[src/hw/minv_pkg.sv]
// ####################################################################
// signed Q16.16 words; matrix size N is a module parameter (at most 8)
// ####################################################################
package minv_pkg;

	typedef logic signed [31:0] word_t;

	localparam int FRAC = 16;
	localparam word_t ONE = 32'sh0001_0000;

	// byte offsets, element (r,c) at base + 4*(r*N + c)
	localparam logic [31:0] REG_CTRL     = 32'h0000_0000;
	localparam logic [31:0] REG_STATUS   = 32'h0000_0004;
	localparam logic [31:0] REG_A_BASE   = 32'h0000_0100;
	localparam logic [31:0] REG_INV_BASE = 32'h0000_0200;

	localparam logic [1:0] RESP_OKAY   = 2'b00;
	localparam logic [1:0] RESP_SLVERR = 2'b10;

	typedef struct packed {
		logic [31:0] awaddr;
		logic        awvalid;
		logic [31:0] wdata;
		logic        wvalid;
		logic        bready;
		logic [31:0] araddr;
		logic        arvalid;
		logic        rready;
	} axil_req_t;

	typedef struct packed {
		logic        awready;
		logic        wready;
		logic [1:0]  bresp;
		logic        bvalid;
		logic        arready;
		logic [31:0] rdata;
		logic [1:0]  rresp;
		logic        rvalid;
	} axil_rsp_t;

	typedef enum logic {
		OP_DIV,
		OP_SQRT
	} arith_op_e;

	// one request word, seen as a quotient pair or as a radicand
	typedef union packed {
		struct packed {
			word_t num;
			word_t den;
		} div;
		logic [63:0] radicand;
	} arith_arg_u;

	typedef struct packed {
		logic       valid;
		arith_op_e  op;
		arith_arg_u arg;
	} arith_req_t;

	typedef struct packed {
		logic  valid;
		word_t result;
		logic  fault;
	} arith_rsp_t;

endpackage

[src/hw/minv_gram.sv]
// ####################################################################
// m_mat must stay stable until gram_done; the inverse is symmetric
// but every element is computed
// ####################################################################
module minv_gram #(
	parameter int N = 3
) (
	input  logic                      i,
	input  logic                      arst_n,
	input  logic                      fact_done,
	input  minv_pkg::word_t [N*N-1:0] m_mat,
	output minv_pkg::word_t [N*N-1:0] inv_mat,
	output logic                      gram_done
);
	localparam int IW = $clog2(N + 1);
	localparam logic [IW-1:0] LAST = IW'(N - 1);

	logic run;
	logic [IW-1:0] r;
	logic [IW-1:0] c;
	logic [IW-1:0] k;
	minv_pkg::word_t mul_a;
	minv_pkg::word_t mul_b;
	logic signed [63:0] prod;
	logic signed [63:0] acc;
	logic signed [63:0] sum;

	// inv_rc = sum over k of m_kr * m_kc
	assign mul_a = m_mat[k*N + r];
	assign mul_b = m_mat[k*N + c];
	assign prod = mul_a * mul_b;
	assign sum = acc + (prod >>> minv_pkg::FRAC);

	always_ff @(posedge i or negedge arst_n) begin
		if (!arst_n) begin
			run <= 1'b0;
			r <= '0;
			c <= '0;
			k <= '0;
			gram_done <= 1'b0;
			inv_mat <= '0;
		end else begin
			gram_done <= 1'b0;
			if (fact_done) begin
				run <= 1'b1;
				r <= '0;
				c <= '0;
				k <= '0;
			end else if (run) begin
				if (k != LAST) begin
					k <= k + 1'b1;
				end else begin
					k <= '0;
					inv_mat[r*N + c] <= sum[31:0];
					if (c != LAST) begin
						c <= c + 1'b1;
					end else if (r != LAST) begin
						r <= r + 1'b1;
						c <= '0;
					end else begin
						run <= 1'b0;
						gram_done <= 1'b1;
					end
				end
			end
		end
	end

	always_ff @(posedge i) begin
		if (fact_done || (run && k == LAST))
			acc <= '0;
		else if (run)
			acc <= sum;
	end

endmodule

[config.mk]
export PLATFORM = sky130hd
export DESIGN_NAME = minv_gram
export DESIGN_NICKNAME = d
export VERILOG_FILES = /design/src/hw/minv_pkg.sv /design/src/hw/minv_gram.sv
export SDC_FILE = /design/constraint.sdc
export NUM_CORES = 2
export LEC_CHECK = 0
export ABC_AREA = 1
export BUFFER_PORTS_ARGS = -buffer_cell sky130_fd_sc_hd__buf_2
export CORE_ASPECT_RATIO = 1.5
export CORE_MARGIN = 1.5
export CORE_UTILIZATION = 34
export CTS_CLUSTER_SIZE = 24
export DETAILED_ROUTE_END_ITERATION = 10
export PLACE_DENSITY_LB_ADDON = 0.3
export SYNTH_ARGS = -nofsm -noshare
export SYNTH_HDL_FRONTEND = slang
export SYNTH_SLANG_ARGS = --single-unit
[constraint.sdc]
create_clock -name i -period 13.3 [get_ports i]
set_clock_uncertainty 0.05 [all_clocks]
set_input_delay 2.66 -clock i [delete_from_list [all_inputs] [get_ports i]]
set_output_delay 2.66 -clock i [all_outputs]
set_load 0.005 [all_outputs]
==> qor.csv <==
stage,metric,value,unit
sta,finalSetupViolCount,0,
critical_path,path_delay_family,adder cells,
clock_tree,cts_root_buf,clkbuf_16,
yosys,synth.top_cells.by_area,"fa_1 (35%), dfrtp_1 (15%), nand2_1 (11%)",
clock_tree,postCtsSetupRepairBufs,0,
routing,routed_via_density,5.15,
routing,totalWireLength,191000,µm
sta,drv_slew,0,
placement,gp_congestion,1.00,
yosys,ys.flop_type,dfrtp_1,
routing,dr.pass1.iters,7,
sta,rsz0062_at_grt,false,
critical_path,rr_worst_depth,49,
critical_path,cp-end-kind,flop,
global_route,grt_pass1_vias,45451,
sta,slew-limit-headroom,16.2,%
sta,fin_crit_sh,93.9,%
floorplanning,die_area,143000,µm²
sta,final.setup.tns,0,ns
yosys,ys_types,55,
global_route,grt_pass1_wl,283000,µm
critical_path,reg2reg_slack,0.81,ns
sta,max_freq,80.1,MHz
critical_path,crit_path_top_delay_cell,nand2_1,
yosys,yosysWarnings,0,
global_route,grtUsageTotal,26.6,%
floorplanning,die_y,462,µm
yosys,synthArstFlopShare,90.2,%
yosys,synthMostInstantiatedCell,nand2_1,
floorplanning,rows,168,
floorplanning,coreArea,140000,µm²
floorplanning,start_util,34.3,%
hold_path,whs_path_depth,2,
yosys,postSynthCellCount,6103,
critical_path,crit_buf_inv,9,
critical_path,worstPathArrival,12.91,ns
clock_tree,cts_max_path_buffers,3,
yosys,synth_edf_count,0,
critical_path,reg2reg_to,inv_mat[158],
yosys,synth_top_area_cell,fa_1,
yosys,syn_area,47800,µm²
floorplanning,die_w,309,µm
global_route,grt_max_degree,97,
hold_path,min_to,acc[0],
critical_path,reg2reg_from,k[0],
clock_tree,clock_sinks,328,
critical_path,critPathKind,reg -> reg,
yosys,synth_common_cells,"nand2_1 (1,443), inv_1 (1,102), fa_1 (843), nor2_1 (682), o21ai_0 (461)",
clock_tree,path_clk_slew,0.08,ns
placement,io_buffers,579,
routing,wl_per_cell,22.4,µm
clock_tree,insertion_delay,0.55,ns
global_route,grt-ovfl-total,0,
yosys,avgSynthCellArea,7.83,µm²
hold_path,hold_class,reg -> reg,
floorplanning,num_io_pins,580,
job,drv_cap,0,
routing,drc,0,
cells_and_area,utilization,38.8,%
clock_tree,cts_tree,done,
critical_path,critPathMaxFanout,16,
critical_path,critPathRequiredTime,13.72,ns
yosys,synth_top_area_share,35.3,%
clock_tree,htree_num_levels,1,
critical_path,crit_top_cell,nand2_1,
hold_path,worstHoldStart,acc[0],
sta,finalHoldViolations,0,
routing,vias,43883,
cells_and_area,layout-drive-gt1-share,13.4,%
yosys,ys_ff_latch,328,
routing,ant_nets,0,
critical_path,start_kind,flop,
yosys,syn_nets,7447,
status,outcome,completed,
routing,drt_iter0_markers,3771,
yosys,ys_seq_area_share,16.8,%
cells_and_area,syn2layout_area_growth,13.2,%
cells_and_area,nets,7938,
cells_and_area,fin_area,54100,µm²
sta,tightest_slew,1.25,ns
placement,hpwl,156000,µm
clock_tree,cts_hold_buf,0,
placement,placed_cell_area,53300,µm²
critical_path,cp_slowest_stage_delay,0.74,ns
sta,period_needed,12.49,ns
clock_tree,numCtsBuffers,24,
critical_path,path_depth,49,
global_route,antenna_found_initial,37,
repair_timing:
item,4_1_cts,5_1_grt
resized for setup,0,3
hold endpoints to repair,0,0
endpoints found under the setup margin,0,31
metal layers:
| layer | up-vias | share of wire (%) | global-route usage (%) |
|---|---|---|---|
| li1 | 19431 | - | - |
| met1 | 21844 | 35 | 29.5 |
| met2 | 2058 | 49 | 46.8 |
| met3 | 542 | 7.2 | 3.58 |
| met4 | 8 | 8.1 | 18.7 |
| met5 | - | 0.033 | 0 |
sequential cells by signal (all words and copies together) (netlist names):
name / count
acc: 32
c: 2
gram_done: 1
inv_mat: 288
k: 2
r: 2
run: 1
through the flow:
stage	setup slack (ns)	instances	hold WS, ns
floorplan	1.74	6103	0.395
global placement	0.380	8438	0.409
detailed placement	0.299	8438	0.415
CTS	0.643	8481	0.434
global route	0.145	8512	0.447
finish	0.809	8515	0.430
worst reg2reg max path: cells and delay by family (launching register included):
| kind | cells | cell delay (ns) |
|---|---|---|
| AO/OA/AOI/OAI | 9 | 1.67 |
| XOR/XNOR | 2 | 0.32 |
| AND/OR/NAND/NOR | 17 | 2.67 |
| buffers and inverters | 9 | 1.60 |
| adder cells (fa/ha/maj) | 12 | 5.60 |
| flip-flops | 1 | 0.51 |
logic make-up (layout without fill, tap and decap cells):
family          count (synthesis)  after routing  share of synthesized area, %
other cells                     0             34                             0
buf+inv                      1449           1957                          11.8
simple gates                 2461           2461                          20.4
flops                         328            328                          16.8
fa+ha+maj                    1053           1053                          40.8
compound gates                745            745                          8.90
xor+xnor                       66             66                          1.21
mux                             1              1                        0.0209
placed cells by master (no fill, tap or decap), types with 7 or more instances in the layout:
cell type	instances
nand2_2	17
buf_4	192
nor3_1	12
diode_2	34
ha_1	208
nand3_1	281
nand2_1	1443
o21a_1	31
a21o_1	11
a21oi_1	92
a31oi_1	19
nor2_1	682
clkinv_1	9
fa_1	841
o211ai_1	30
dfxtp_1	32
clkbuf_16	25
xnor2_1	26
inv_1	1100
nand3b_1	7
inv_2	25
o221ai_1	60
dfrtp_1	295
xor2_1	40
clkbuf_1	7
o21ai_1	14
buf_2	578
o21ai_0	461
final cells by class:
cell class | instances | area (µm²)
clock inverter | 7 | 52.6
timing repair buffer | 776 | 4450
sequential | 328 | 8050
antenna | 34 | 85.1
multi-input combinational | 4326 | 34200
inverter | 1138 | 4280
tap | 1870 | 2340
fill | 14807 | 85500
clock buffer | 36 | 707
worst max-delay path by stage:
stage,from,end,slack [ns]
CTS,k[0],inv_mat[254],0.64
global route,k[0],inv_mat[62],0.14
floorplan,m_mat[198],inv_mat[126],1.74
finish,k[0],inv_mat[158],0.81
global placement,m_mat[18],inv_mat[126],0.38
detailed placement,m_mat[72],inv_mat[254],0.30
Power is left out: the tool's default activity adds up to more than one toggle a clock period on the data nets, which glitch-free logic cannot reach.
