$ cat src/hw/minv_pkg.sv
// ####################################################################
// signed Q16.16 words; matrix size N is a module parameter (at most 8)
// ####################################################################
package minv_pkg;

	typedef logic signed [31:0] word_t;

	localparam int FRAC = 16;
	localparam word_t ONE = 32'sh0001_0000;

	// byte offsets, element (r,c) at base + 4*(r*N + c)
	localparam logic [31:0] REG_CTRL     = 32'h0000_0000;
	localparam logic [31:0] REG_STATUS   = 32'h0000_0004;
	localparam logic [31:0] REG_A_BASE   = 32'h0000_0100;
	localparam logic [31:0] REG_INV_BASE = 32'h0000_0200;

	localparam logic [1:0] RESP_OKAY   = 2'b00;
	localparam logic [1:0] RESP_SLVERR = 2'b10;

	typedef struct packed {
		logic [31:0] awaddr;
		logic        awvalid;
		logic [31:0] wdata;
		logic        wvalid;
		logic        bready;
		logic [31:0] araddr;
		logic        arvalid;
		logic        rready;
	} axil_req_t;

	typedef struct packed {
		logic        awready;
		logic        wready;
		logic [1:0]  bresp;
		logic        bvalid;
		logic        arready;
		logic [31:0] rdata;
		logic [1:0]  rresp;
		logic        rvalid;
	} axil_rsp_t;

	typedef enum logic {
		OP_DIV,
		OP_SQRT
	} arith_op_e;

	// one request word, seen as a quotient pair or as a radicand
	typedef union packed {
		struct packed {
			word_t num;
			word_t den;
		} div;
		logic [63:0] radicand;
	} arith_arg_u;

	typedef struct packed {
		logic       valid;
		arith_op_e  op;
		arith_arg_u arg;
	} arith_req_t;

	typedef struct packed {
		logic  valid;
		word_t result;
		logic  fault;
	} arith_rsp_t;

endpackage

$ cat src/hw/minv_regs.sv
// ####################################################################
// full-word writes only; element index ignores address bits 1:0
// ####################################################################
module minv_regs #(
	parameter int N = 3
) (
	input  logic                            i,
	input  logic                            arst_n,
	input  minv_pkg::axil_req_t             axil_req,
	output minv_pkg::axil_rsp_t             axil_rsp,
	output minv_pkg::word_t [N*N-1:0]       a_mat,
	output logic                            start,
	input  logic                            fact_fail,
	input  logic                            gram_done,
	input  minv_pkg::word_t [N*N-1:0]       inv_mat,
	output logic                            done
);
	localparam logic [31:0] SPAN = 32'(4 * N * N);

	logic busy;
	logic error;
	logic bvalid;
	logic rvalid;
	logic [1:0] bresp;
	logic [1:0] rresp;
	logic [31:0] rdata;
	logic wr_go;
	logic rd_go;
	logic wr_ctrl;
	logic wr_a;
	logic rd_a;
	logic rd_inv;
	logic [31:0] wr_off;
	logic [31:0] rd_off_a;
	logic [31:0] rd_off_inv;

	// one transaction per channel until its response is taken
	assign wr_go = axil_req.awvalid && axil_req.wvalid && !bvalid;
	assign rd_go = axil_req.arvalid && !rvalid;

	// offsets below a base wrap high and miss the region
	assign wr_off = axil_req.awaddr - minv_pkg::REG_A_BASE;
	assign wr_a = wr_off < SPAN;
	assign wr_ctrl = axil_req.awaddr == minv_pkg::REG_CTRL;
	assign rd_off_a = axil_req.araddr - minv_pkg::REG_A_BASE;
	assign rd_off_inv = axil_req.araddr - minv_pkg::REG_INV_BASE;
	assign rd_a = rd_off_a < SPAN;
	assign rd_inv = rd_off_inv < SPAN;

	always_ff @(posedge i or negedge arst_n) begin
		if (!arst_n) begin
			busy <= 1'b0;
			done <= 1'b0;
			error <= 1'b0;
			start <= 1'b0;
			bvalid <= 1'b0;
			rvalid <= 1'b0;
			a_mat <= '0;
		end else begin
			start <= 1'b0;
			if (wr_go) begin
				bvalid <= 1'b1;
				if (wr_ctrl && axil_req.wdata[0] && !busy) begin
					busy <= 1'b1;
					done <= 1'b0;
					error <= 1'b0;
					start <= 1'b1;
				end
				if (wr_a && !busy)
					a_mat[wr_off[7:2]] <= axil_req.wdata;
			end else if (axil_req.bready) begin
				bvalid <= 1'b0;
			end
			if (rd_go)
				rvalid <= 1'b1;
			else if (axil_req.rready)
				rvalid <= 1'b0;
			// end of run
			if (gram_done) begin
				busy <= 1'b0;
				done <= 1'b1;
			end
			if (fact_fail) begin
				busy <= 1'b0;
				error <= 1'b1;
			end
		end
	end

	always_ff @(posedge i) begin
		if (wr_go)
			bresp <= (wr_ctrl || (wr_a && !busy)) ? minv_pkg::RESP_OKAY : minv_pkg::RESP_SLVERR;
		if (rd_go) begin
			rresp <= minv_pkg::RESP_OKAY;
			if (axil_req.araddr == minv_pkg::REG_CTRL)
				rdata <= '0;
			else if (axil_req.araddr == minv_pkg::REG_STATUS)
				rdata <= {29'b0, error, done, busy};
			else if (rd_a)
				rdata <= a_mat[rd_off_a[7:2]];
			else if (rd_inv)
				rdata <= inv_mat[rd_off_inv[7:2]];
			else begin
				rdata <= '0;
				rresp <= minv_pkg::RESP_SLVERR;
			end
		end
	end

	always_comb begin
		axil_rsp.awready = wr_go;
		axil_rsp.wready = wr_go;
		axil_rsp.bresp = bresp;
		axil_rsp.bvalid = bvalid;
		axil_rsp.arready = rd_go;
		axil_rsp.rdata = rdata;
		axil_rsp.rresp = rresp;
		axil_rsp.rvalid = rvalid;
	end

endmodule

$ cat config.mk
export PLATFORM = sky130hd
export DESIGN_NAME = minv_regs
export DESIGN_NICKNAME = d
export VERILOG_FILES = /design/src/hw/minv_pkg.sv /design/src/hw/minv_regs.sv
export SDC_FILE = /design/constraint.sdc
export NUM_CORES = 1
export LEC_CHECK = 0
export ABC_CLOCK_PERIOD_IN_PS = 2800
export BUFFER_PORTS_ARGS = -buffer_cell sky130_fd_sc_hd__buf_2
export CAP_MARGIN = 10
export CORE_AREA = 3 3 280 282
export CTS_CLUSTER_SIZE = 25
export DETAILED_ROUTE_END_ITERATION = 16
export DIE_AREA = 0 0 283 285
export PLACE_DENSITY = 0.54
export SKIP_LAST_GASP = 1
export SYNTH_ARGS = -nofsm -noshare
export SYNTH_HDL_FRONTEND = slang
export SYNTH_SLANG_ARGS = --single-unit
$ cat constraint.sdc
create_clock -name i -period 2.8 [get_ports i]
set_clock_uncertainty 0.1 [all_clocks]
set_input_delay 0.14 -clock i [delete_from_list [all_inputs] [get_ports i]]
set_output_delay 0.14 -clock i [all_outputs]
set_load 0.05 [all_outputs]
==> metrics.yaml <==
logic_synthesis:
  synth.most_common_cell: "dfrtp_1"
  syn-instance-count: 1217
  synthArstFlopShare_pct: 89.63
  yosys_register_bits: 328
  synth_flop_cell: "dfrtp_1"
  synth_edf_count: 34
  syn_area_um2: 17310
  synth_top_cell_area_share_pct: 42.51
  ys_seq_area_share_pct: 48.41
  synth_cell_types: 58
  synth_largest_area_cell: "dfrtp_1"
  synth.top_cells.by_area: "dfrtp_1 43%, mux2_2 18%, mux4_2 16%, edfxtp_1 5.9%, mux2i_1 2.3%"
  synth_top_cells_by_count: "294 x dfrtp_1, 278 x mux2_2, 124 x mux4_2, 45 x nor2_1, 41 x clkbuf_1"
  yosys_warnings: 0
  synth_area_per_cell_um2: 14.22
power:
  p_leak_nw: 12.47
  power_mw: 11.75
  p_int_mw: 8.786
  p_seq_share_pct: 41.3
  power.density_nw_per_um2: 473.2
  clock_power_share_pct: 46.5
  share_comb_of_total_power_pct: 12.2
  swShare_pct: 25.24
  ir_drop_v: 0.0003572
  switching_power_mw: 2.966
routing:
  first_pass_iters: 5
  avgViaCountPerCell: 4.772
  drt_iter0_drc: 936
  wl_per_cell_um: 26.90
  vias: 14818
  ant_nets: 0
  drc_errors: 0
  wl_mm: 83.52
critical_path:
  cp_data_required_time_ns: 3.12
  path_class: "reg2reg"
  rr_worst_depth: 7
  r2r_start: "busy$_DFFE_PN0P_"
  crit_path_start_kind: "register"
  critPathSlowestCell: "dfrtp_1"
  crit_arrival_ns: 2.89
  cp-end-kind: "register"
  cp_max_fo: 13
  rrSetupSlack_ns: 0.23
  path_cells: "nor4bb_1 -> o21ai_0 -> nor4b_2 -> nor2b_1 -> and3_2 -> buf_4 -> mux2_2"
  r2r-end: "a_mat[175]$_DFFE_PN0P_"
  cp_slowest_stage_delay_ns: 0.39
clock_network:
  cts_setup_buffers: 0
  cts_tree: "yes"
  clkLatencyLatePin_ns: 0.55
  root_buffer: "clkbuf_16"
  htreeDepth: 2
  cts_max_path_buffers: 3
  path_clk_slew_ns: 0.06
  cts.sinks: 328
  cts_made_buffers: 41
timing:
  slew_headroom_pct: 38.47
  final-hold-violation-count: 0
  setup_viol: 0
  maxSlewViolCount: 0
  finalCritPeriodShare_pct: 91.63
  setup_slack_ns: 0.2344
  period_needed_ns: 2.566
  worst_pin_slew_ns: 0.9229
  fmax_ghz: 0.3898
  rsz0062_at_grt: "no"
  fin_tns_setup_ns: 0
placement:
  gp_congestion: 1.026
  hpwl_mm: 64.93
  dp.cells: 2950
  dpl_worst_slack_ns: -0.05697
  numPortBuffers: 721
layout:
  drive_gt1_share_pct: 62.38
  syn_to_final_growth_pct: 43.52
  post-route-util_pct: 32.70
  final_nets: 2432
  stdcell_count: 3105
grt:
  antenna_found_initial: 15
  grt_pass1_wl_mm: 118.4
  grt_max_degree: 98
  grt_overflow: 0
  grt.total_usage_pct: 19.94
  grt_pass1_vias: 15933
min_path:
  holdCritPathClass: "in2reg"
  whs_endpoint: "rdata[2]$_SDFFCE_PP0P_"
  min_path_cells: 4
  hp-start: "inv_mat[258]"
status:
  status: "completed"
die:
  num_rows: 101
  dieWidth_um: 283
  start_util_pct: 22.79
  ios: 724
  dieArea_um2: 80660
  core_um2: 75950
  die_y_um: 285
job:
  drv_cap: 0
layout make-up:
| cell class | instances | area, µm² |
|---|---|---|
| multi-input cells | 752 | 8399 |
| inverters | 38 | 142.6 |
| fillers | 7655 | 51110 |
| diodes | 7 | 17.52 |
| flip-flops and latches | 328 | 8378 |
| clock buffers | 62 | 1237 |
| clock inverters | 11 | 151.4 |
| repair buffers | 877 | 5221 |
| well taps | 1030 | 1289 |
power by group through the flow:
| stage | registers [mW] | logic (mW) | clock network (mW) |
|---|---|---|---|
| 6_report | 4.86 | 1.43 | 5.46 |
| 5_1_grt | 4.86 | 1.54 | 5.82 |
| 4_1_cts | 4.86 | 1.45 | 5.64 |
| 3_5_place_dp | 4.94 | 1.36 | 0 |
| 3_3_place_gp | 4.94 | 1.35 | 0 |
| 2_1_floorplan | 5.04 | 0.508 | 0 |
logic make-up (layout without fill, tap and decap cells):
kind of cell	count (synthesis)	after routing	share of synthesized area, %
AND/OR/NAND/NOR	143	143	4.743
multiplexers	451	451	37.13
adder cells (fa/ha/maj)	1	1	0.07229
buffers and inverters	138	988	3.333
flip-flops	328	328	48.41
XOR/XNOR	4	4	0.2025
other	1	9	0.02167
AO/OA/AOI/OAI	151	151	6.081
worst max path at each step:
stage | from | endpoint | cells past startpoint
after detailed placement | axil_req[11] | rdata[16]$_SDFFCE_PP0P_ | 10
after floorplan | rvalid$_DFFE_PN0P_ | axil_rsp[35] | 2
after global routing | bvalid$_DFFE_PN0P_ | a_mat[175]$_DFFE_PN0P_ | 8
final | busy$_DFFE_PN0P_ | a_mat[175]$_DFFE_PN0P_ | 7
after CTS | axil_req[69] | bresp[1]$_DFFE_PP_ | 8
after global placement | axil_req[11] | rdata[1]$_SDFFCE_PP0P_ | 10
flip-flops by register name, summed over array words and instances (netlist names):
name,count
error,1
rresp,1
rdata,32
a_mat,288
bresp,1
busy,1
rvalid,1
done,1
bvalid,1
start,1
per-layer routing:
metal	share of wire (%)	track usage [%]	vias to the layer above
met3	7.2	4.660	97
met4	2.5	5.457	2
met2	49	33.80	644
met1	41	25.48	7700
li1	-	-	6375
met5	0.012	0	-
cell usage in the layout, fill, tap and decap left out, types with 11 or more instances in the layout:
cell and n:
nor2_1 45, nor4_1 13, mux4_2 124, edfxtp_1 34, nor3_1 11, a22oi_1 32
o2bb2ai_1 29, o22ai_1 32, mux2_2 278, mux2i_1 39, buf_2 717, nand2_1 12
buf_4 64, buf_12 18, dlygate4sd3_1 75, clkbuf_16 43, a21oi_1 35, inv_1 37
dfrtp_1 294
per-stage QoR:
stage / cell area, µm² / hold WS [ns]
floorplan: 17310 / -0.2556
global placement: 22680 / 0.1558
detailed placement: 22680 / 0.1655
CTS: 24830 / 0.009816
global route: 24830 / 0.04240
finish: 24840 / 0.07181
worst max-delay path, delay by kind of cell, from the launching register on:
family	cells	cell delay, ns
compound gates	1	0.18
buf+inv	1	0.27
simple gates	4	1.12
mux	1	0.37
flops	1	0.39
repair_timing:
action,in CTS,in global routing
hold buffers,76,0
endpoints found under the setup margin,0,1
gates resized for setup,0,0
endpoints found under the hold margin,411,0
(Power assumes the default switching activity.)
