--- src/hw/minv_pkg.sv ---
// ####################################################################
// signed Q16.16 words; matrix size N is a module parameter (at most 8)
// ####################################################################
package minv_pkg;

	typedef logic signed [31:0] word_t;

	localparam int FRAC = 16;
	localparam word_t ONE = 32'sh0001_0000;

	// byte offsets, element (r,c) at base + 4*(r*N + c)
	localparam logic [31:0] REG_CTRL     = 32'h0000_0000;
	localparam logic [31:0] REG_STATUS   = 32'h0000_0004;
	localparam logic [31:0] REG_A_BASE   = 32'h0000_0100;
	localparam logic [31:0] REG_INV_BASE = 32'h0000_0200;

	localparam logic [1:0] RESP_OKAY   = 2'b00;
	localparam logic [1:0] RESP_SLVERR = 2'b10;

	typedef struct packed {
		logic [31:0] awaddr;
		logic        awvalid;
		logic [31:0] wdata;
		logic        wvalid;
		logic        bready;
		logic [31:0] araddr;
		logic        arvalid;
		logic        rready;
	} axil_req_t;

	typedef struct packed {
		logic        awready;
		logic        wready;
		logic [1:0]  bresp;
		logic        bvalid;
		logic        arready;
		logic [31:0] rdata;
		logic [1:0]  rresp;
		logic        rvalid;
	} axil_rsp_t;

	typedef enum logic {
		OP_DIV,
		OP_SQRT
	} arith_op_e;

	// one request word, seen as a quotient pair or as a radicand
	typedef union packed {
		struct packed {
			word_t num;
			word_t den;
		} div;
		logic [63:0] radicand;
	} arith_arg_u;

	typedef struct packed {
		logic       valid;
		arith_op_e  op;
		arith_arg_u arg;
	} arith_req_t;

	typedef struct packed {
		logic  valid;
		word_t result;
		logic  fault;
	} arith_rsp_t;

endpackage

--- src/hw/minv_factor.sv ---
// ####################################################################
// reads only the lower triangle of A; one request to the shared unit
// at a time, any fault aborts the run
// ####################################################################
module minv_factor #(
	parameter int N = 3
) (
	input  logic                      i,
	input  logic                      arst_n,
	input  logic                      start,
	input  minv_pkg::word_t [N*N-1:0] a_mat,
	output minv_pkg::arith_req_t      arith_req,
	input  minv_pkg::arith_rsp_t      arith_rsp,
	output minv_pkg::word_t [N*N-1:0] m_mat,
	output logic                      fact_done,
	output logic                      fact_fail
);
	localparam int IW = $clog2(N + 1);
	localparam logic [IW-1:0] LAST = IW'(N - 1);

	typedef enum logic [1:0] {
		S_IDLE,
		S_INIT,
		S_MAC,
		S_WAIT
	} state_e;

	state_e state;
	logic inv_phase;
	logic [IW-1:0] r;
	logic [IW-1:0] c;
	logic [IW-1:0] k;
	logic [IW-1:0] k_end;
	logic signed [63:0] acc;
	logic signed [63:0] prod;
	minv_pkg::word_t l_mat [N][N];
	minv_pkg::word_t m_q [N][N];
	minv_pkg::word_t mul_a;
	minv_pkg::word_t mul_b;
	minv_pkg::word_t sum;

	// cholesky: l_rk*l_ck, inverse: l_rk*m_kc
	assign mul_a = l_mat[r][k];
	assign mul_b = inv_phase ? m_q[k][c] : l_mat[c][k];
	assign prod = mul_a * mul_b;
	assign sum = acc[31:0];
	assign k_end = inv_phase ? r : c;

	always_ff @(posedge i or negedge arst_n) begin
		if (!arst_n) begin
			state <= S_IDLE;
			inv_phase <= 1'b0;
			r <= '0;
			c <= '0;
			k <= '0;
			arith_req <= '0;
			fact_done <= 1'b0;
			fact_fail <= 1'b0;
		end else begin
			arith_req.valid <= 1'b0;
			fact_done <= 1'b0;
			fact_fail <= 1'b0;
			case (state)
				S_IDLE: begin
					if (start) begin
						inv_phase <= 1'b0;
						r <= '0;
						c <= '0;
						state <= S_INIT;
					end
				end
				S_INIT: begin
					k <= inv_phase ? c : '0;
					state <= S_MAC;
				end
				S_MAC: begin
					if (k == k_end) begin
						arith_req.valid <= 1'b1;
						state <= S_WAIT;
						if (!inv_phase && r == c) begin
							arith_req.op <= minv_pkg::OP_SQRT;
							arith_req.arg.radicand <= 64'(sum) << minv_pkg::FRAC;
						end else if (!inv_phase) begin
							arith_req.op <= minv_pkg::OP_DIV;
							arith_req.arg.div.num <= sum;
							arith_req.arg.div.den <= l_mat[c][c];
						end else begin
							arith_req.op <= minv_pkg::OP_DIV;
							arith_req.arg.div.num <= (r == c) ? minv_pkg::ONE : -sum;
							arith_req.arg.div.den <= l_mat[r][r];
						end
					end else begin
						k <= k + 1'b1;
					end
				end
				S_WAIT: begin
					if (arith_rsp.valid) begin
						state <= S_INIT;
						if (arith_rsp.fault) begin
							fact_fail <= 1'b1;
							state <= S_IDLE;
						end else if (!inv_phase) begin
							// down the column, then next column, then M
							if (r != LAST) begin
								r <= r + 1'b1;
							end else if (c != LAST) begin
								c <= c + 1'b1;
								r <= c + 1'b1;
							end else begin
								inv_phase <= 1'b1;
								r <= '0;
								c <= '0;
							end
						end else if (c != r) begin
							c <= c + 1'b1;
						end else if (r != LAST) begin
							r <= r + 1'b1;
							c <= '0;
						end else begin
							fact_done <= 1'b1;
							state <= S_IDLE;
						end
					end
				end
				default: state <= S_IDLE;
			endcase
		end
	end

	always_ff @(posedge i) begin
		if (state == S_INIT)
			acc <= inv_phase ? '0 : 64'(a_mat[r*N + c]);
		else if (state == S_MAC && k != k_end)
			acc <= inv_phase ? acc + (prod >>> minv_pkg::FRAC) : acc - (prod >>> minv_pkg::FRAC);
		if (state == S_WAIT && arith_rsp.valid && !arith_rsp.fault) begin
			if (inv_phase)
				m_q[r][c] <= arith_rsp.result;
			else
				l_mat[r][c] <= arith_rsp.result;
		end
	end

	// upper triangle of M reads as zero
	always_comb begin
		for (int rr = 0; rr < N; rr++) begin
			for (int cc = 0; cc < N; cc++)
				m_mat[rr*N + cc] = (cc <= rr) ? m_q[rr][cc] : '0;
		end
	end

endmodule

--- config.mk ---
export PLATFORM = sky130hd
export DESIGN_NAME = minv_factor
export DESIGN_NICKNAME = d
export VERILOG_FILES = /design/src/hw/minv_pkg.sv /design/src/hw/minv_factor.sv
export SDC_FILE = /design/constraint.sdc
export NUM_CORES = 2
export LEC_CHECK = 0
export BUFFER_PORTS_ARGS = -buffer_cell sky130_fd_sc_hd__buf_2
export CORE_ASPECT_RATIO = 0.75
export CORE_MARGIN = 4
export CORE_UTILIZATION = 56
export CTS_CLUSTER_SIZE = 25
export DETAILED_ROUTE_END_ITERATION = 12
export GPL_TIMING_DRIVEN = 0
export PLACE_DENSITY = 0.8
export SLEW_MARGIN = 20
export SYNTH_ARGS = -nofsm -noshare
export SYNTH_HDL_FRONTEND = slang
export SYNTH_SLANG_ARGS = --single-unit
--- constraint.sdc ---
create_clock -name i -period 12.24 [get_ports i]
set_input_delay 0.612 -clock i [delete_from_list [all_inputs] [get_ports i]]
set_output_delay 0.612 -clock i [all_outputs]
set_load 0.05 [all_outputs]
==> results.sh <==
export IMPL_yosysTopAreaCell="edfxtp_1"
export IMPL_wirelength_um=299800
export IMPL_num_fill_cells=9056
export IMPL_multi_input_area_um2=42820
export IMPL_end_kind="flop"
export IMPL_design_die_area_um2=130000
export IMPL_cts_sinks=781
export IMPL_cp_max_fo=8
export IMPL_max_cap_violations=0
export IMPL_die_width_um=415.0
export IMPL_relSlewSlack=0.09242
export IMPL_vias=57570
export IMPL_violations="setup timing"
export IMPL_initial_core_util=0.5666
export IMPL_seq_area_frac_synth=0.3316
export IMPL_rsz0062_at_grt="yes"
export IMPL_cts_clk_slew_worst_paths_ns=0.06
export IMPL_fin_ws_ns=-0.8589
export IMPL_synth_distinct_cells=91
export IMPL_syn_area_um2=69560
export IMPL_synthesis_area_per_instance_um2=11.05
export IMPL_grt_usage=0.4547
export IMPL_synth_cells=6294
export IMPL_placedCellCount=8651
export IMPL_cp_slowest_stage_delay_ns=0.74
export IMPL_fp_row_count=111
export IMPL_numCtsBuffers=73
export IMPL_path_buf_inv=17
export IMPL_hold_path_class="input port to flop"
export IMPL_die_y_um=313.2
export IMPL_fin_cells=8998
export IMPL_path_class="flop to flop"
export IMPL_setup_viol=18
export IMPL_tightest_slew_ns=1.361
export IMPL_ctsHtreeMaxLevel=3
export IMPL_cp_start_kind="flop"
export IMPL_hold_violations=0
export IMPL_ys_ff_latch=781
export IMPL_area_growth_pct=19.66
export IMPL_maxSlewViolCount=0
export IMPL_seq_area_um2=23080
export IMPL_core_um2=122800
export IMPL_portBuffers=584
export IMPL_synthFlopType="edfxtp_1"
export IMPL_post_dp_cell_area_um2=75670
export IMPL_required_ns=12.64
export IMPL_hpwlAfterDp_um=233600
export IMPL_yosys_warnings=0
export IMPL_async_reset_ff_frac=0.09859
export IMPL_via_per_inst=6.398
export IMPL_cts_root_buf="clkbuf_16"
export IMPL_clk_latency_ns=0.68
export IMPL_finalClockSkew_ns=0.03765
export IMPL_grt_pass1_vias=57820
export IMPL_final_area_um2=83230
export IMPL_grt_max_degree=59
export IMPL_nets=8648
export IMPL_antenna_found_initial=39
export IMPL_first_iter_violations=8670
export IMPL_drc=0
export IMPL_synth_top_cell_area_share=0.3039
export IMPL_fin_hold_ws_ns=0.2425
export IMPL_max_freq_mhz=76.34
export IMPL_status="complete, but fails checks"
export IMPL_gp_congestion=1.030
export IMPL_wl_per_cell_um=33.31
export IMPL_synth_area_top_cells="edfxtp_1 (30%), fa_1 (24%), mux4_2 (5.8%)"
export IMPL_slowest_stage="o211ai_1"
export IMPL_drive_above_1_share=0.2767
export IMPL_drt_pass1_iterations=6
export IMPL_min_period_over_period=1.070
export IMPL_clock_path_buffers=3
export IMPL_cts_tree="built"
export IMPL_fin_crit_ns=13.10
export IMPL_ios=681
export IMPL_worst_ep_arrival_time_ns=13.50
export IMPL_drtAntennaViolNets=0
export IMPL_cp_top_family="adder cells"
export IMPL_synth_edff_count=704
export IMPL_grt_pass1_wl_um=420300
export IMPL_overflow=0
## flip-flops by register name, summed over array words and instances (netlist names)
| name | flops |
|---|---|
| fact_done | 1 |
| fact_fail | 1 |
| acc | 32 |
| inv_phase | 1 |
| r | 2 |
| m_q | 384 |
| arith_req | 66 |
| state | 2 |
| l_mat | 288 |
| c | 2 |
| k | 2 |
## cells in the final DEF, fill, tap and decap left out, drive strengths merged, types with 22 or more instances in the layout
cell / instances
nor2: 621
inv: 883
o21ai: 200
buf: 1123
and3: 33
xor2: 42
a21o: 56
a22oi: 50
mux2i: 160
a221oi: 22
fa: 841
diode: 31
o22ai: 43
mux4: 187
a21oi: 216
clkinv: 24
xnor2: 95
nand2b: 151
ha: 212
nand3: 39
nor2b: 34
clkbuf: 327
conb: 96
dfrtp: 77
mux2: 93
nor3: 43
edfxtp: 704
o211ai: 60
and2: 49
nand2: 562
## logic make-up after synthesis
| kind of cell | Yosys count | share of synthesized area |
|---|---|---|
| AOI/OAI and AO/OA | 835 | 0.07859 |
| xor gates and xnor gates | 140 | 0.01822 |
| adders and majority gates | 1053 | 0.2802 |
| buffers and inverters | 1430 | 0.08998 |
| DFF | 781 | 0.3316 |
| muxes | 440 | 0.09911 |
| other | 1 | 0.00005391 |
| and+or+nand+nor | 1614 | 0.1022 |
## repair_timing
action | in CTS | in global routing
setup buffers | 148 | 38
endpoints found under the setup margin | 32 | 21
pin swaps | 145 | 115
hold buffers | 1 | 0
cloned | 5 | 0
hold endpoints to repair | 19 | 0
gates resized for setup | 786 | 212
## worst paths after layout
check	startpoint	endpoint	slack, ns	depth (start not counted)
worst max-delay path	k[0]	acc[31]	-0.86	53
worst min-delay path	arith_rsp[33]	fact_fail	0.24	2
worst max register to register	k[0]	acc[31]	-0.86	53
worst min register to register	arith_req[32]	arith_req[32]	0.48	2
max in group asynchronous	arst_n	inv_phase	11.21	3
min in group asynchronous	arst_n	arith_req[43]	0.40	2
## metal layers
| metal | routed length [um] | global-route usage | vias to the layer above |
|---|---|---|---|
| li1 | - | - | 22780 |
| met2 | 125200 | 0.6486 | 5081 |
| met5 | 400 | 0.01879 | - |
| met3 | 49060 | 0.1979 | 1012 |
| met4 | 21430 | 0.2599 | 22 |
| met1 | 103700 | 0.5792 | 28680 |
## cells in the mapped netlist (all sizes together), types with 7 or more instances
library cell,count
and3,33
a221oi,21
o221ai,12
o211ai,60
xnor2,95
o21bai,13
o21a,20
a222oi,16
a31oi,19
xor2,42
nor2b,34
edfxtp,704
buf,303
or2,20
nor4,11
and2,49
o21ai,200
a211oi,15
nand4,10
a22o,10
inv,880
a21boi,17
o41ai,7
ha,212
o22ai,43
nor3b,7
nor3,43
a21o,56
or3,13
a22oi,50
nand3,39
o31ai,11
nand2b,151
mux4,187
nor2,621
a221o,10
clkbuf,246
mux2,93
nand2,562
a21oi,216
fa,841
dfrtp,77
mux2i,160
## layout make-up
cell class / instances / area share
Sequential cell: 781 / 0.2773
Clock buffer: 99 / 0.02413
Buffer: 536 / 0.05357
Antenna cell: 31 / 0.0009320
Inverter: 881 / 0.03991
Clock inverter: 35 / 0.003653
Multi-Input combinational cell: 4179 / 0.5144
Tap cell: 1638 / 0.02462
Timing Repair Buffer: 818 / 0.06151
## stage by stage
| step | worst slack, ns | util | setup TNS, ns |
|---|---|---|---|
| after floorplan | 0.0008464 | - | 0 |
| after global placement | -4.869 | 0.6108 | -111.57 |
| after detailed placement | -4.878 | 0.6163 | -103.33 |
| after CTS | -0.4935 | 0.6687 | -3.060 |
| after global routing | -0.9551 | 0.6777 | -10.49 |
| final | -0.8589 | 0.6780 | -7.180 |
Power is left out: the tool's default activity adds up to more than one toggle a clock period on the data nets, which glitch-free logic cannot reach.
