**src/hw/minv_pkg.sv**
```systemverilog
// ####################################################################
// signed Q16.16 words; matrix size N is a module parameter (at most 8)
// ####################################################################
package minv_pkg;

	typedef logic signed [31:0] word_t;

	localparam int FRAC = 16;
	localparam word_t ONE = 32'sh0001_0000;

	// byte offsets, element (r,c) at base + 4*(r*N + c)
	localparam logic [31:0] REG_CTRL     = 32'h0000_0000;
	localparam logic [31:0] REG_STATUS   = 32'h0000_0004;
	localparam logic [31:0] REG_A_BASE   = 32'h0000_0100;
	localparam logic [31:0] REG_INV_BASE = 32'h0000_0200;

	localparam logic [1:0] RESP_OKAY   = 2'b00;
	localparam logic [1:0] RESP_SLVERR = 2'b10;

	typedef struct packed {
		logic [31:0] awaddr;
		logic        awvalid;
		logic [31:0] wdata;
		logic        wvalid;
		logic        bready;
		logic [31:0] araddr;
		logic        arvalid;
		logic        rready;
	} axil_req_t;

	typedef struct packed {
		logic        awready;
		logic        wready;
		logic [1:0]  bresp;
		logic        bvalid;
		logic        arready;
		logic [31:0] rdata;
		logic [1:0]  rresp;
		logic        rvalid;
	} axil_rsp_t;

	typedef enum logic {
		OP_DIV,
		OP_SQRT
	} arith_op_e;

	// one request word, seen as a quotient pair or as a radicand
	typedef union packed {
		struct packed {
			word_t num;
			word_t den;
		} div;
		logic [63:0] radicand;
	} arith_arg_u;

	typedef struct packed {
		logic       valid;
		arith_op_e  op;
		arith_arg_u arg;
	} arith_req_t;

	typedef struct packed {
		logic  valid;
		word_t result;
		logic  fault;
	} arith_rsp_t;

endpackage

```
**src/hw/minv_divsqrt.sv**
```systemverilog
// ####################################################################
// fixed 34-cycle latency; requests arriving while busy are dropped
// ####################################################################
module minv_divsqrt (
	input  logic                 i,
	input  logic                 arst_n,
	input  minv_pkg::arith_req_t req,
	output minv_pkg::arith_rsp_t rsp
);
	minv_pkg::arith_op_e op_q;
	logic neg_q;
	logic fault_q;
	logic [31:0] den_q;
	logic [63:0] sh;
	logic [35:0] rem;
	logic [35:0] rem_n;
	logic [31:0] acc;
	logic [31:0] acc_n;
	logic [4:0] cnt;
	logic run;
	logic fin;
	logic rsp_valid;
	logic take;
	logic [31:0] num_mag;
	logic [31:0] den_mag;

	assign take = req.valid && !run && !fin;
	assign num_mag = req.arg.div.num[31] ? -req.arg.div.num : req.arg.div.num;
	assign den_mag = req.arg.div.den[31] ? -req.arg.div.den : req.arg.div.den;

	// both ops consume two bits of sh per cycle
	always_comb begin
		logic [35:0] t;
		logic [35:0] trial;
		t = '0;
		trial = '0;
		rem_n = rem;
		acc_n = acc;
		if (op_q == minv_pkg::OP_DIV) begin
			for (int s = 0; s < 2; s++) begin
				t = {rem_n[34:0], sh[63-s]};
				if (t >= {4'b0, den_q}) begin
					rem_n = t - {4'b0, den_q};
					acc_n = {acc_n[30:0], 1'b1};
				end else begin
					rem_n = t;
					acc_n = {acc_n[30:0], 1'b0};
				end
			end
		end else begin
			t = {rem_n[33:0], sh[63:62]};
			trial = {2'b0, acc_n, 2'b01};
			if (t >= trial) begin
				rem_n = t - trial;
				acc_n = {acc_n[30:0], 1'b1};
			end else begin
				rem_n = t;
				acc_n = {acc_n[30:0], 1'b0};
			end
		end
	end

	always_ff @(posedge i or negedge arst_n) begin
		if (!arst_n) begin
			run <= 1'b0;
			fin <= 1'b0;
			cnt <= '0;
			rsp_valid <= 1'b0;
		end else begin
			rsp_valid <= fin;
			fin <= 1'b0;
			if (take) begin
				run <= 1'b1;
				cnt <= '0;
			end else if (run) begin
				cnt <= cnt + 1'b1;
				if (cnt == 5'd31) begin
					run <= 1'b0;
					fin <= 1'b1;
				end
			end
		end
	end

	always_ff @(posedge i) begin
		if (take) begin
			op_q <= req.op;
			rem <= '0;
			acc <= '0;
			if (req.op == minv_pkg::OP_DIV) begin
				sh <= 64'(num_mag) << minv_pkg::FRAC;
				den_q <= den_mag;
				neg_q <= req.arg.div.num[31] ^ req.arg.div.den[31];
				fault_q <= req.arg.div.den == '0;
			end else begin
				sh <= req.arg.radicand;
				den_q <= '0;
				neg_q <= 1'b0;
				// top bit set means a negative value was shifted in
				fault_q <= req.arg.radicand == '0 || req.arg.radicand[63];
			end
		end else if (run) begin
			sh <= sh << 2;
			rem <= rem_n;
			acc <= acc_n;
		end
	end

	// quotient magnitude holds after the last step, sign applied here
	assign rsp.valid = rsp_valid;
	assign rsp.result = neg_q ? -acc : acc;
	assign rsp.fault = fault_q;

endmodule

```
**config.mk**
```make
export PLATFORM = sky130hd
export DESIGN_NAME = minv_divsqrt
export DESIGN_NICKNAME = d
export VERILOG_FILES = /design/src/hw/minv_pkg.sv /design/src/hw/minv_divsqrt.sv
export SDC_FILE = /design/constraint.sdc
export NUM_CORES = 1
export LEC_CHECK = 0
export CORE_ASPECT_RATIO = 1.4
export CORE_UTILIZATION = 55
export CTS_CLUSTER_SIZE = 10
export DETAILED_ROUTE_END_ITERATION = 7
export DONT_BUFFER_PORTS = 1
export GPL_ROUTABILITY_DRIVEN = 0
export GPL_TIMING_DRIVEN = 0
export PLACE_DENSITY_LB_ADDON = 0.08
export SKIP_LAST_GASP = 1
export SLEW_MARGIN = 20
export SYNTH_ARGS = -nofsm -noshare
export SYNTH_HDL_FRONTEND = slang
export SYNTH_SLANG_ARGS = --single-unit
```
**constraint.sdc**
```tcl
create_clock -name i -period 7.25 [get_ports i]
set_input_delay 1.0875 -clock i [delete_from_list [all_inputs] [get_ports i]]
set_output_delay 1.0875 -clock i [all_outputs]
set_load 0.1 [all_outputs]
```
==> results of run 1 <==
## area by class of cell
cell class | count | area, um2 | area share (%)
clock inverter | 15 | 194 | 1.11
inverter | 101 | 379 | 2.16
timing repair buffer | 33 | 510 | 2.91
tap | 370 | 463 | 2.64
multi-input combinational | 1591 | 10600 | 60.6
sequential | 174 | 4510 | 25.7
buffer | 98 | 430 | 2.45
clock buffer | 17 | 425 | 2.42
## cells in the final DEF, fill, tap and decap left out, types with 67 or more instances in the layout
cell,netlist,layout
xor2_1,90,90
nand2_1,235,234
edfxtp_1,99,99
inv_1,99,99
clkbuf_1,73,69
a21oi_1,200,198
dfxtp_1,67,67
nor2_1,167,167
ha_1,103,103
mux2i_1,69,69
o21ai_0,151,149
## worst register-to-register path, stage by stage (launching register included)
cell	delay, ns
edfxtp_1	0.47
inv_1	0.13
ha_1	0.22
inv_1	0.07
fa_1	0.21
a21o_1	0.15
a221o_1	0.29
nor2_1	0.09
o211ai_1	0.21
nand2_2	0.21
a21oi_4	0.52
clkbuf_4	0.40
buf_2	0.36
a21oi_1	0.14
ha_1	0.53
nor2_1	0.09
a21oi_2	0.30
a211oi_4	0.15
a211oi_2	0.35
o21ai_2	0.15
a22oi_2	0.33
a31o_2	0.22
a21oi_1	0.08
nand3b_1	0.13
buf_4	0.25
buf_2	0.36
mux2i_1	0.34
a21oi_1	0.10
## kinds of logic after synthesis
group | count (synthesis) | share of synthesized area (%)
simple gates | 633 | 18.9
compound gates | 594 | 23.4
buf+inv | 200 | 5.14
xor+xnor | 178 | 9.96
flops | 174 | 28.8
fa+ha+maj | 105 | 8.49
mux | 81 | 5.27
## stage by stage
step	setup slack, ns	area (um2)	hold WS [ns]
6_report	0.257	17500	0.323
5_1_grt	0.00987	17500	0.313
4_1_cts	0.0270	17500	0.312
3_5_place_dp	-1.43	16900	0.356
3_3_place_gp	-1.49	16100	0.351
2_1_floorplan	1.45	15700	0.346
## layer usage
metal	part of all wire (%)	vias up	wire [um]
met5	0	-	0
met4	8.6	0	4150
met3	5.8	199	2790
met2	50	571	23900
met1	36	6745	17300
li1	-	7223	-
## how the worst max path moves through the flow
stage / endpoint / slack [ns] / cells after the start
final: rem[31] / 0.26 / 27
after CTS: rem[31] / 0.03 / 28
after floorplan: rem[29] / 1.45 / 28
after detailed placement: rem[31] / -1.43 / 23
after global placement: rem[31] / -1.49 / 23
after global routing: rem[31] / 0.01 / 27
## synthesized netlist by cell type (all sizes together), types with 14 or more instances
cell type	number	area, um2
o41ai	15	139
or3	18	118
o22ai	33	206
a21oi	200	1000
buf	23	114
a211oi	15	113
or4	14	113
a21o	39	293
mux2i	69	691
nor2	168	638
nand2b	18	120
nand3	58	290
xnor2	88	771
ha	103	1290
inv	100	375
o21a	15	113
xor2	90	788
o21ai	153	766
clkbuf	75	302
o31ai	34	269
nor3	18	90.1
nor2b	18	113
edfxtp	99	2970
nand4	29	181
dfxtp	67	1340
nand2	236	888
## what timing repair did
action                     CTS  global route
pin swaps                    0             1
setup endpoints to repair   36            36
resized for setup           10            11
hold buffers                 0             0
## flip-flops by register name (all words and copies together), names as in the netlist
name	flops
cnt	5
op_q	1
den_q	32
rem	35
fault_q	1
acc	32
rsp_valid	1
sh	64
neg_q	1
run	1
fin	1
==> flow_metrics.env, run 1 <==
export IMPL_status="finished, final reports clean"
export IMPL_synthFlopType="edfxtp_1"
export IMPL_tritoncts="done"
export IMPL_fin_cells=2399
export IMPL_final_hold_violation_count=0
export IMPL_drt_wl_total_um=48100
export IMPL_detailed_place_hpwl_um=39100
export IMPL_maxSlewHeadroom_pct=28.1
export IMPL_grt_overflow_total=0
export IMPL_insertion_delay_ns=0.46
export IMPL_finClkSkew_ns=0.0118
export IMPL_syn_inst=1965
export IMPL_grt_max_degree=34
export IMPL_use_met1_pct=35.2
export IMPL_cpPeakStageDelay_ns=0.53
export IMPL_setup_violations=0
export IMPL_clk_path_buf_depth=2
export IMPL_regToRegEndpoint="rem[31]"
export IMPL_rr_worst_depth=27
export IMPL_utilization_pct=63.0
export IMPL_crit_required_ns=7.56
export IMPL_yosys_warnings=0
export IMPL_grtUsageTotal_pct=34.1
export IMPL_drive_gt1_share_pct=7.84
export IMPL_hp_class="in2async"
export IMPL_rr_startpoint="sh[63]"
export IMPL_die_w_um=145
export IMPL_cts_root_buf="clkbuf_16"
export IMPL_drv_cap=0
export IMPL_grt_use_met3_pct=5.66
export IMPL_syn_to_final_growth_pct=12.1
export IMPL_synth_nets=2138
export IMPL_htreeDepth=4
export IMPL_fmax_mhz=143
export IMPL_die_y_um=202
export IMPL_start_util_pct=56.2
export IMPL_vias_per_cell=6.14
export IMPL_setup_tns_final_ns=0
export IMPL_synth_seq_area_share_pct=28.8
export IMPL_ant_nets=0
export IMPL_crit_top_cell="a21oi_1"
export IMPL_tritoncts_num_buffers=17
export IMPL_post_cts_buffers=0
export IMPL_grtUsageMet2_pct=60.0
export IMPL_worst_path_buf_inv=6
export IMPL_synth_edf_count=99
export IMPL_worst_r2r_setup_slack_ns=0.26
export IMPL_cp_start_kind="flop"
export IMPL_synth_area_um2=15700
export IMPL_antenna_found_initial=0
export IMPL_place_inst=2368
export IMPL_crit_slowest_cell="ha_1"
export IMPL_grt_pass1_wl_um=75900
export IMPL_cp_max_fo=13
export IMPL_rsz0062_at_grt="false"
export IMPL_crit_start="sh[63]"
export IMPL_vias=14700
export IMPL_wl_per_cell_um=20.1
export IMPL_portBuffers=0
export IMPL_drc=0
export IMPL_antenna_cells=0
export IMPL_grt_pass1_vias=14900
export IMPL_clk_pin_slew_ns=0.07
export IMPL_cp_arrival_ns=7.30
export IMPL_min_period_ns=6.99
export IMPL_core_area_um2=27800
export IMPL_busiest_layer="met2"
export IMPL_worst_pin_slew_ns=1.08
export IMPL_async_flop_share_pct=4.60
export IMPL_boundaryPins=102
export IMPL_fin_nets=2189
export IMPL_synth_area_per_cell_um2=7.97
export IMPL_synth_distinct_cells=90
export IMPL_numClockSinks=174
export IMPL_drt_iter0_drc=707
export IMPL_firstDrtPassIters=8
export IMPL_fp_dieArea_um2=29200
export IMPL_ys_ff_latch=174
export IMPL_report_final_slew_viol_count=0
export IMPL_path_class="reg2reg"
export IMPL_num_rows=72
export IMPL_n_fill_cell=2502
export IMPL_cp_top_family="compound AO/OA/AOI/OAI gates"
export IMPL_crit_path_end_kind="flop"
export IMPL_fin_crit_sh_pct=96.5
Power of run 1 is left out: the tool's default activity adds up to more than one toggle a clock period on the data nets, which glitch-free logic cannot reach.
==> inputs of run 2 (changes only) <==
CORE_ASPECT_RATIO = 1.25   (was 1.4)
clock period = 6.9 ns   (was 7.25 ns; I/O delays follow)
==> run 2 against run 1 <==
Net effect: utilization about the same; die area hardly changed; worst setup slack got worse by 0.051 ns; register-to-register slack worse by 0.05 ns; global-route usage is 1.6 points lower.
==> flow_metrics.env, run 2 (synthesized netlist as in run 1, its figures left out) <==
export IMPL_fp_dieArea_um2=29100
export IMPL_regToRegEndpoint="rem[31]"
export IMPL_boundaryPins=102
export IMPL_ant_nets=0
export IMPL_start_util_pct=56.3
export IMPL_crit_slowest_cell="edfxtp_1"
export IMPL_antenna_cells=0
export IMPL_final_hold_violation_count=0
export IMPL_fin_cells=2384
export IMPL_tritoncts="done"
export IMPL_hold_buffers=0
export IMPL_insertion_delay_ns=0.45
export IMPL_firstDrtPassIters=8
export IMPL_fin_crit_sh_pct=97.0
export IMPL_core_area_um2=27800
export IMPL_setup_tns_final_ns=0
export IMPL_worst_path_buf_inv=7
export IMPL_maxSlewHeadroom_pct=26.6
export IMPL_crit_start="sh[63]"
export IMPL_cp_max_fo=10
export IMPL_drt_iter0_drc=847
export IMPL_num_rows=68
export IMPL_cpPeakStageDelay_ns=0.46
export IMPL_fin_nets=2194
export IMPL_cts_root_buf="clkbuf_16"
export IMPL_cp_top_family="compound AO/OA/AOI/OAI gates"
export IMPL_worst_pin_slew_ns=1.10
export IMPL_finClkSkew_ns=0.0155
export IMPL_worst_r2r_setup_slack_ns=0.21
export IMPL_vias=14700
export IMPL_regMostFlops="sh"
export IMPL_fmax_mhz=149
export IMPL_min_period_ns=6.69
export IMPL_clk_pin_slew_ns=0.07
export IMPL_grt_pass1_vias=14600
export IMPL_tritoncts_num_buffers=17
export IMPL_path_class="reg2reg"
export IMPL_grt_overflow_total=0
export IMPL_die_y_um=191
export IMPL_vias_per_cell=6.17
export IMPL_syn_to_final_growth_pct=12.0
export IMPL_crit_path_end_kind="flop"
export IMPL_grt_max_degree=34
export IMPL_n_fill_cell=2465
export IMPL_drive_gt1_share_pct=8.36
export IMPL_wl_per_cell_um=19.8
export IMPL_crit_required_ns=7.20
export IMPL_drv_cap=0
export IMPL_setup_violations=0
export IMPL_rr_worst_depth=28
export IMPL_clk_path_buf_depth=2
export IMPL_hp_class="in2async"
export IMPL_layout_commonest_cell="nand2_1"
export IMPL_reg_top3="sh x64, rem x35"
export IMPL_cp_arrival_ns=7.00
export IMPL_status="finished, final reports clean"
export IMPL_grt_pass1_wl_um=73600
export IMPL_numClockSinks=174
export IMPL_portBuffers=0
export IMPL_grtUsageTotal_pct=32.6
export IMPL_htreeDepth=4
export IMPL_drc=0
export IMPL_layout_common_cells="nand2_1, a21oi_1, nor2_1"
export IMPL_place_inst=2348
export IMPL_crit_top_cell="clkbuf_4"
export IMPL_drt_wl_total_um=47300
export IMPL_die_w_um=153
export IMPL_detailed_place_hpwl_um=38400
export IMPL_antenna_found_initial=0
export IMPL_report_final_slew_viol_count=0
export IMPL_largest_reg_flops=64
export IMPL_rr_startpoint="sh[63]"
export IMPL_cp_start_kind="flop"
-- run 2: worst max path at each step --
| stage | end | slack (ns) | cells past startpoint |
|---|---|---|---|
| finish | rem[31] | 0.21 | 28 |
| global route | rem[29] | -0.0005 | 28 |
| CTS | rem[31] | 0.05 | 28 |
| detailed placement | rem[31] | -1.72 | 23 |
| global placement | rem[31] | -1.71 | 23 |
| floorplan | rem[29] | 1.10 | 28 |
-- run 2: cell type report --
cell class	count	area [um2]	share of cell area (%)
plain buffers	99	444	2.53
clock buffers	17	425	2.43
clock inverters	15	166	0.949
inverters	101	379	2.16
multi-input cells	1591	10600	60.6
flip-flops and latches	174	4510	25.7
well taps	350	438	2.50
repair buffers	37	541	3.08
-- run 2: what timing repair did --
item | CTS | global route
setup endpoints to repair | 36 | 33
resized for setup | 15 | 12
buffers inserted | 0 | 4
pin swaps | 0 | 2
-- run 2: metal layers --
metal / share of wire, % / track usage, % / vias up / wire [um]
met5: 0 / 0 / - / 0
met1: 37 / 33.5 / 6829 / 17700
li1: - / - / 7241 / -
met3: 5.4 / 4.45 / 133 / 2560
met4: 6.2 / 22.0 / 0 / 2930
met2: 51 / 61.3 / 504 / 24100
-- run 2: metrics by stage --
stage          util [%]  worst slack [ns]  instance area, um2  hold WS, ns
6_report           63.0             0.206               17500        0.270
5_1_grt            63.0         -0.000483               17500        0.258
4_1_cts            62.8            0.0501               17500        0.260
3_5_place_dp       60.5             -1.72               16800        0.353
3_3_place_gp       57.8             -1.71               16100        0.349
2_1_floorplan         -              1.10               15700        0.346
Power of run 2 is left out for the same reason.
==> inputs of run 3 (changes only) <==
ABC_AREA = 1   (was not set)
PLACE_DENSITY = 0.68   (was not set)
PLACE_DENSITY_LB_ADDON = not set   (was 0.08)
==> run 3 against run 2 <==
Net effect: sequential share of layout area down 1.5 points; synthesized cell count up 36%; die area up 8.8%; worst setup slack better by 0.31 ns; routed wire length up 33%; hold slack worse by 0.0056 ns; clock skew up 0.0030 ns; synthesized area up 9.0%; final cell count up 30%; non-clock buffer count down 44.
==> flow_metrics.env, run 3 <==
export IMPL_status="finished, final reports clean"
export IMPL_setup_violations=0
export IMPL_detailed_place_hpwl_um=51200
export IMPL_crit_slowest_cell="o21ai_0"
export IMPL_portBuffers=0
export IMPL_die_y_um=199
export IMPL_fin_crit_sh_pct=92.5
export IMPL_fin_nets=2863
export IMPL_insertion_delay_ns=0.47
export IMPL_regArea_um2=4510
export IMPL_cp_arrival_ns=6.71
export IMPL_grt_overflow_total=0
export IMPL_ys_ff_latch=174
export IMPL_synthTopCellsByCount="nand2_1, inv_1, a21oi_1"
export IMPL_yosys_top_cells_area="edfxtp_1, nand2_1, dfxtp_1"
export IMPL_cpPeakStageDelay_ns=0.70
export IMPL_crit_path_end_kind="flop"
export IMPL_setup_tns_final_ns=0
export IMPL_post_cts_buffers=0
export IMPL_place_inst=3072
export IMPL_tritoncts_num_buffers=17
export IMPL_drt_wl_total_um=63000
export IMPL_wl_per_cell_um=20.3
export IMPL_synth_nets=2842
export IMPL_critical_path_depth=33
export IMPL_drc=0
export IMPL_crit_required_ns=7.23
export IMPL_firstDrtPassIters=7
export IMPL_worst_pin_slew_ns=1.20
export IMPL_min_period_ns=6.38
export IMPL_synth_edf_count=99
export IMPL_path_class="reg2reg"
export IMPL_numClockSinks=174
export IMPL_hp_class="in2async"
export IMPL_synth_seq_area_share_pct=26.5
export IMPL_fmax_mhz=157
export IMPL_rsz0062_at_grt="false"
export IMPL_synth_top_area_share_pct=17.4
export IMPL_fin_cells=3104
export IMPL_antenna_found_initial=0
export IMPL_crit_top_cell="nand2_1"
export IMPL_grt_pass1_vias=17800
export IMPL_cts_resized=0
export IMPL_n_fill_cell=2989
export IMPL_synth_distinct_cells=55
export IMPL_vias_per_cell=6.06
export IMPL_fp_dieArea_um2=31700
export IMPL_die_w_um=160
export IMPL_boundaryPins=102
export IMPL_largest_reg_flops=64
export IMPL_tritoncts="done"
export IMPL_reg_top3="sh x64, rem x35"
export IMPL_layout_common_cells="nand2_1, inv_1, a21oi_1"
export IMPL_core_area_um2=30300
export IMPL_yosysMostFrequentCell="nand2_1"
export IMPL_drive_gt1_share_pct=5.22
export IMPL_worst_path_buf_inv=7
export IMPL_antenna_cells=0
export IMPL_clk_path_buf_depth=2
export IMPL_drv_cap=0
export IMPL_cp_max_fo=10
export IMPL_async_flop_share_pct=4.60
export IMPL_grt_max_degree=41
export IMPL_cp_start_kind="flop"
export IMPL_report_final_slew_viol_count=0
export IMPL_clk_pin_slew_ns=0.08
export IMPL_ant_nets=0
export IMPL_layout_commonest_cell="nand2_1"
export IMPL_rr_worst_depth=33
export IMPL_syn_to_final_growth_pct=8.98
export IMPL_regMostFlops="sh"
export IMPL_cp_top_family="simple AND/OR/NAND/NOR gates"
export IMPL_hold_buffers=0
export IMPL_drt_iter0_drc=2083
export IMPL_grtUsageTotal_pct=39.6
export IMPL_finClkSkew_ns=0.0185
export IMPL_synth_area_um2=17100
export IMPL_synthFlopType="edfxtp_1"
export IMPL_grt_pass1_wl_um=95200
export IMPL_vias=18800
export IMPL_maxSlewHeadroom_pct=20.3
export IMPL_cts_root_buf="clkbuf_16"
export IMPL_num_rows=71
export IMPL_start_util_pct=56.3
export IMPL_multi_input_area_um2=11100
export IMPL_syn_inst=2669
export IMPL_synth_area_leader_cell="edfxtp_1"
export IMPL_final_hold_violation_count=0
export IMPL_synth_area_per_cell_um2=6.39
export IMPL_yosys_warnings=0
export IMPL_htreeDepth=4
## run 3: cell types whose count changed in the layout (fill, tap and decap cells not counted), moves of 54 or more
cell	change
a21oi_1	+54
nor2_1	+63
nand3_1	+111
inv_1	+245
mux2i_1	-69
nand2_1	+488
## run 3: kinds of logic (layout without fill, tap and decap cells)
group | after synthesis | count (layout) | synth area share [%]
AOI/OAI and AO/OA | 550 | 550 | 18.0
adders and majority gates | 105 | 105 | 7.79
DFF | 174 | 174 | 26.5
buffers and inverters | 448 | 482 | 10.3
and+or+nand+nor | 1271 | 1271 | 31.3
xor gates and xnor gates | 121 | 121 | 6.21
## run 3: worst register-to-register path: cells and delay by family, from the launching register on
kind                       cells  cell delay, ns
AOI/OAI and AO/OA              4            1.33
and+or+nand+nor               19            2.17
DFF                            1            0.46
buffers and inverters          7            1.20
adders and majority gates      3            1.11
## run 3: worst paths after layout
kind / startpoint / endpoint / slack, ns
worst max-delay path: sh[63] / rem[12] / 0.52
worst max register to register: sh[63] / rem[12] / 0.52
max in group asynchronous: arst_n / run / 6.57
worst min register to register: fin / rsp_valid / 0.40
worst min-delay path: arst_n / cnt[4] / 0.26
min in group i: fin / rsp_valid / 0.40
## run 3: routing by layer
layer  global-route usage (%)  vias up  part of all wire, %
li1                         -     8866                    -
met1                     45.0     8585                   37
met2                     66.4     1046                   46
met3                     6.69      306                  8.3
met4                     30.8        0                  8.7
met5                        0        -                    0
## run 3: through the flow
step | hold slack, ns | util, % | setup slack (ns) | area (um2)
detailed placement | 0.376 | 59.1 | 0.968 | 17900
CTS | 0.254 | 61.3 | 0.930 | 18600
global placement | 0.367 | 58.0 | 0.918 | 17600
floorplan | 0.354 | - | 2.51 | 17100
global route | 0.246 | 61.4 | 0.214 | 18600
finish | 0.265 | 61.4 | 0.516 | 18600
## run 3: final cells by class
cell class | instances | area share (%)
buffer | 90 | 2.21
clock buffer | 17 | 2.29
tap | 401 | 2.70
inverter | 358 | 7.24
timing repair buffer | 2 | 0.215
multi-input combinational | 2047 | 59.9
clock inverter | 15 | 1.16
sequential | 174 | 24.3
Power of run 3 is left out for the same reason.
